<file path="src/icache_macros.svh">
/*
 * Geometry of the L1 instruction cache
 *   Set count, associativity and block and bank widths
 *   Bit widths of the fetch address fields and the physical tag
 */

`ifndef ICACHE_MACROS_SVH
`define ICACHE_MACROS_SVH

// Array shape
`define ICACHE_SETS     512
`define ICACHE_ASSOC    2
`define ICACHE_BLOCK_W  64
// One bank per way, bank word is also the instruction
`define ICACHE_BANK_W   32

// Address fields, index and block offset fill the page offset
`define ICACHE_INDEX_W  9
`define ICACHE_WAY_W    1
`define ICACHE_OFFSET_W 3
`define ICACHE_PAGE_W   12
`define ICACHE_PTAG_W   8

`endif

</file>
<file path="src/icache_pkg.sv">
/*
 * Shared types of the instruction cache
 *   Vector typedefs for indices, tags, words and blocks
 *   Tag fill opcode
 *   Fill packets and the tag lookup result
 */

`default_nettype none

`include "icache_macros.svh"

package icache_pkg;

  typedef logic [`ICACHE_INDEX_W-1:0] index_t;
  typedef logic [`ICACHE_WAY_W-1:0]   way_t;
  typedef logic [`ICACHE_ASSOC-1:0]   way_mask_t;
  typedef logic [`ICACHE_PTAG_W-1:0]  ptag_t;
  typedef logic [`ICACHE_PAGE_W-1:0]  page_off_t;
  typedef logic [`ICACHE_BANK_W-1:0]  instr_t;
  typedef logic [`ICACHE_BLOCK_W-1:0] block_t;

  // Invalidate is zero so a cleared row reads as invalid
  typedef enum logic {
    e_tag_invalid = 1'b0,
    e_tag_set     = 1'b1
  } tag_op_e;

  typedef struct packed {
    logic  v;
    ptag_t ptag;
  } tag_entry_s;

  typedef struct packed {
    tag_op_e op;
    index_t  index;
    way_t    way;
    ptag_t   ptag;
  } tag_fill_s;

  typedef struct packed {
    index_t index;
    way_t   way;
    block_t block;
  } data_fill_s;

  // Handed from tag lookup to tag verify
  typedef struct packed {
    logic      v;
    way_mask_t hit;
    logic      word;
    ptag_t     ptag;
  } tl_result_s;

endpackage

`default_nettype wire

</file>
<file path="src/icache_hit_select.sv">
/*
 * Tag verify stage of the instruction cache
 *   Stage registers for the lookup result and both bank words
 *   One-hot bank select from hit way plus word offset
 *   Instruction, hit and miss outputs
 */

`timescale 1ns/10ps
`default_nettype none

`include "icache_macros.svh"

module icache_hit_select (
  input  wire                         clk_i,
  input  wire                         reset_i,
  input  wire icache_pkg::tl_result_s tl_result_i,
  input  wire icache_pkg::instr_t [`ICACHE_ASSOC-1:0] bank_rd_i,
  output icache_pkg::instr_t          data_o,
  output logic                        data_v_o,
  output logic                        miss_v_o
);

  logic                                    v_tv_r;
  icache_pkg::tl_result_s                  tv_r;
  icache_pkg::instr_t [`ICACHE_ASSOC-1:0]  bank_tv_r;
  icache_pkg::way_mask_t                   word_oh;
  icache_pkg::way_mask_t                   bank_sel;

  //////////////////////////////
  // Stage registers
  //////////////////////////////
  always_ff @(posedge clk_i)
  begin
    if (reset_i)
    begin
      v_tv_r <= 1'b0;
    end
    else
    begin
      v_tv_r <= tl_result_i.v;
    end
  end

  // Bank outputs are still the fetch's read data here
  always_ff @(posedge clk_i)
  begin
    if (tl_result_i.v)
    begin
      tv_r      <= tl_result_i;
      bank_tv_r <= bank_rd_i;
    end
  end

  //////////////////////////////
  // Bank select
  //////////////////////////////
  always_comb
  begin
    for (int i = 0; i < `ICACHE_ASSOC; i++)
    begin
      word_oh[i] = (icache_pkg::way_t'(tv_r.word) == icache_pkg::way_t'(i));
    end
  end

  // One-hot sum, wraps around the bank count
  always_comb
  begin
    bank_sel = '0;
    for (int i = 0; i < `ICACHE_ASSOC; i++)
    begin
      for (int j = 0; j < `ICACHE_ASSOC; j++)
      begin
        if (tv_r.hit[i] && word_oh[j])
        begin
          bank_sel[(i + j) % `ICACHE_ASSOC] = 1'b1;
        end
      end
    end
  end

  always_comb
  begin
    data_o = '0;
    for (int b = 0; b < `ICACHE_ASSOC; b++)
    begin
      data_o = data_o | (bank_tv_r[b] & {`ICACHE_BANK_W{bank_sel[b]}});
    end
  end

  assign data_v_o = v_tv_r & (|tv_r.hit);
  assign miss_v_o = v_tv_r & ~(|tv_r.hit);

endmodule

`default_nettype wire

</file>
<file path="config.mk">
export PLATFORM = sky130hd
export DESIGN_NAME = icache_hit_select
export DESIGN_NICKNAME = d
export VERILOG_FILES = /design/src/icache_pkg.sv /design/src/icache_hit_select.sv
export VERILOG_INCLUDE_DIRS = /design/src
export SDC_FILE = /design/constraint.sdc
export NUM_CORES = 1
export LEC_CHECK = 0
export BUFFER_PORTS_ARGS = -buffer_cell sky130_fd_sc_hd__clkbuf_2
export CORE_ASPECT_RATIO = 1.25
export CORE_MARGIN = 5
export CORE_UTILIZATION = 55
export CTS_BUF_LIST = sky130_fd_sc_hd__clkbuf_4
export DETAILED_ROUTE_END_ITERATION = 16
export PLACE_DENSITY_LB_ADDON = 0.3
export RECOVER_POWER = 25
export SLEW_MARGIN = 10
export SYNTH_ARGS = -nofsm -noshare
export SYNTH_HDL_FRONTEND = slang
export SYNTH_SLANG_ARGS = --single-unit
</file>
<file path="constraint.sdc">
create_clock -name clk_i -period 2.3 [get_ports clk_i]
set_input_delay 0.345 -clock clk_i [delete_from_list [all_inputs] [get_ports clk_i]]
set_output_delay 0.345 -clock clk_i [all_outputs]
set_load 0.005 [all_outputs]
</file>
# Word-level counts from Yosys, hierarchy flattened
# Index checks and enable logic that the tools add are counted.
# word_totals
ff_bits,68
latchBits,0
mem_bits_rw,0
rom_bits,0
in_bits,78
word_cells,21
n_memories,0
# classes
n_addsub,0
multipliers,0
div,0
order_cmp,0
n_eq_ne,0
shift,0
muxes,4
bitwise,7
reduce_logical,5
# ops
op,n
32-bit bitwise AND,2
32-bit bitwise OR,1
1-bit logical AND,4
1-bit 2-to-1 mux,4
1-bit bitwise AND,2
1-bit inverter,2
2-bit OR reduction,1

# Depth between registers and ports, before layout
# logic_depth
depth_word,6
mapped_depth,4
mapped_depth_nobuf,2

# Least setup slack after synthesis
# OpenSTA, ideal clock, no wires.
# synth_timing
path_kind,register -> output
startpoint,register tv_r[8] (netlist name)
endpoint,output port data_o[10]
arrival_time_ps,1177
path_slack_ps,778
path_stages_with_launch,5
n_path_buf,2
cell_sequence,edfxtp_1 > buf_6 > buf_6 > mux2_4 > a22o_1
# synth_via
elab_chain_cells,6
# synth_lines
item,line_no,rtl
from (decl),icache_hit_select.sv:24,icache_pkg::tl_result_s tv_r;
from (signal assigned),icache_hit_select.sv:49,tv_r <= tl_result_i;
1-bit inverter,icache_hit_select.sv:61,word_oh[i] = (icache_pkg::way_t'(tv_r.word) == icache_pkg::way_t'(i));
1-bit logical AND,icache_hit_select.sv:73,if (tv_r.hit[i] && word_oh[j])
1-bit 2-to-1 mux (2 in series),icache_hit_select.sv:73,
32-bit bitwise AND,icache_hit_select.sv:86,data_o = data_o | (bank_tv_r[b] & {`ICACHE_BANK_W{bank_sel[b]}});
32-bit bitwise OR *,icache_hit_select.sv:86,
to (decl),icache_hit_select.sv:18,"output icache_pkg::instr_t data_o,"
# Mark *: on every way between the ends. The rest lies on a longest branch, timed or not.

# Worst setup path after layout
# layout_timing
startpoint,register tv_r[8] (netlist name)
endpoint,output port data_o[1]
# The elaborated chain is that of the path after synthesis.

==> results.cfg <==
[critical_path]
crit_path_start_kind = register
cp_slowest_cell = edfxtp_1
worstPathMaxFanout = 34
cp_data_arrival_time_ps = 1800
max_stage_delay_ps = 450
worstPathCellList = buf_12 > mux2_2 > a22o_1 > clkbuf_2
worstSetupPathType = register to output pin
endpoint_kind = output pin
worst_ep_required_time_ps = 1960

[synthesis]
syn_area_um2 = 3260
synth_warnings = 0
synth.distinct_cells = 13
synth_top_area_cell = edfxtp_1
synth_nets = 260
yosysTopAreaCellShare_pct = 61.7
ys_seq_area_share_pct = 62.3
syn-mean-instance-area_um2 = 17.9
synth_area_leaders = edfxtp_1 62%, mux2_4 13%, mux2_2 12%, a22o_1 8.6%, buf_6 1.7%
ys_ff_latch = 68
syn_inst = 182

[sta]
setup_violations = 0
worst_pin_slew_ps = 523
rsz0062_at_grt = no
hold_viol = 0
drv_slew = 0
max_freq_mhz = 466
fin_ws_ps = 153
period_minus_slack_ps = 2150
max-slew-margin-rel_pct = 65.2
hold_slack_ps = 98.1
timing.final.crit_share_pct = 93.4
fin_setup_tns_ps = 0

[global_routing]
grt_pass1_vias = 2095
top_usage_layer = met2
use_met3_pct = 4.68
gr-total-overflow = 0
grt_pass1_wl_um = 9830
antenna_found_initial = 0
grt_use_met1_pct = 19.0
grt_usage_pct = 17.4
met2_usage_pct = 31.4
grt_max_degree = 69

[status]
status = finished, final reports clean

[routing]
dr.pass1.iters = 4
drt_first_iter_violations = 81
wl_per_cell_um = 17.7
drc_errors = 0
avgViaCountPerCell = 5.63
via_count = 2010
wl_um = 6320
final_antenna_net_count = 0

[power_and_ir_drop]
p_leak_nw = 1.70
irDropWorstVdd_mv = 0.456
p_total_w = 0.00265
p_per_area_nw_per_um2 = 675

[cts]
cts-htree-levels = 3
cts_hold_buffers = 0
cts_root_buf = clkbuf_4
cts_tree = built
post_cts_resized = 0
post-cts-setup-buffers = 0
cts_buffers = 9
cts.sinks = 68
clockBufferDepth = 2
clkSlewWorstSetupHoldPaths_ps = 90

[final_layout]
synthToLayoutAreaGrowth_pct = 20.6
antenna_cells = 0
drive_above_1_share_pct = 62.2
nNetsFinal = 364
seqCellArea_um2 = 2030
multi_input_area_um2 = 1130
fill_cells = 434
final_util_pct = 68.1

[die]
rows = 31
core-area_um2 = 5780
die_area_um2 = 7580
num_io_pins = 112
die_y_um = 96.1
start_util_pct = 56.4
die_x_um = 78.9

[placement]
dp_hpwl_um = 4400
gp_congestion = 0.725
dp_slack_ps = 556
numPortBuffers = 103

[hold_path]
holdCritPathClass = input pin to register

[flow_run]
max-cap-violations = 0
==> flip-flops by register name, summed over array words and instances (netlist names) <==
register and cells:
tv_r 3, v_tv_r 1, bank_tv_r 64
==> layer usage <==
metal	vias up	part of all wire, %
li1	949	-
met1	976	38
met2	73	54
met3	12	6.3
met5	-	0
met4	0	2.0
==> stage by stage <==
step | cell area [um^2] | instances
2_1_floorplan | 3260 | 182
3_3_place_gp | 3830 | 341
3_5_place_dp | 3830 | 341
4_1_cts | 3930 | 357
5_1_grt | 3930 | 357
6_report | 3930 | 357
==> cells in the mapped netlist, drive strengths merged <==
master,n
clkbuf,7
edfxtp,67
nor3b,1
mux2,64
dfxtp,1
nor2b,1
a22o,32
o21a,1
buf,8
==> final timing paths <==
check,startpoint,end,slack [ps],cells past startpoint
max,tv_r[8]$_DFFE_PP_,data_o[1],150,4
min,reset_i,v_tv_r$_SDFF_PP0_,100,2
==> layout by cell type, fill, tap and decap left out <==
cell,instances
nor2b_1,1
clkbuf_2,103
edfxtp_1,67
clkinv_1,5
buf_4,2
mux2_1,2
buf_12,3
a22o_1,32
o21a_1,1
mux2_2,34
clkbuf_4,11
mux2_4,28
dfxtp_1,1
nor3b_1,1
==> cells by family (layout without fill, tap and decap cells) <==
group                  Yosys count  after routing  synth area share [%]
multiplexers                    64             64                  25.3
AND/OR/NAND/NOR                  2              2                 0.422
flip-flops                      68             68                  62.3
AO/OA/AOI/OAI                   33             33                  8.83
buffers and inverters           15            124                  3.11
==> power by group <==
part | switching, W | internal [W] | total, W | leakage [nW]
Clock | 0.000375 | 0.000230 | 0.000605 | 0.0584
Combinational | 0.000199 | 0.000323 | 0.000522 | 0.975
Sequential | 0.0000572 | 0.00147 | 0.00153 | 0.664
Total | 0.000631 | 0.00202 | 0.00265 | 1.70
==> layout make-up <==
type / instances / share of cell area (%)
multi-input combinational: 99 / 28.7
sequential: 68 / 51.7
clock buffer: 11 / 2.10
tap: 66 / 2.10
timing repair buffer: 108 / 15.0
clock inverter: 5 / 0.477
==> critical path: cells and delay by family, from the launching register on <==
kind / cells / cell delay, ps
compound gates: 1 / 230
buf+inv: 2 / 370
mux: 1 / 360
flops: 1 / 450
No activity file was read; power rests on OpenSTA's default activity.
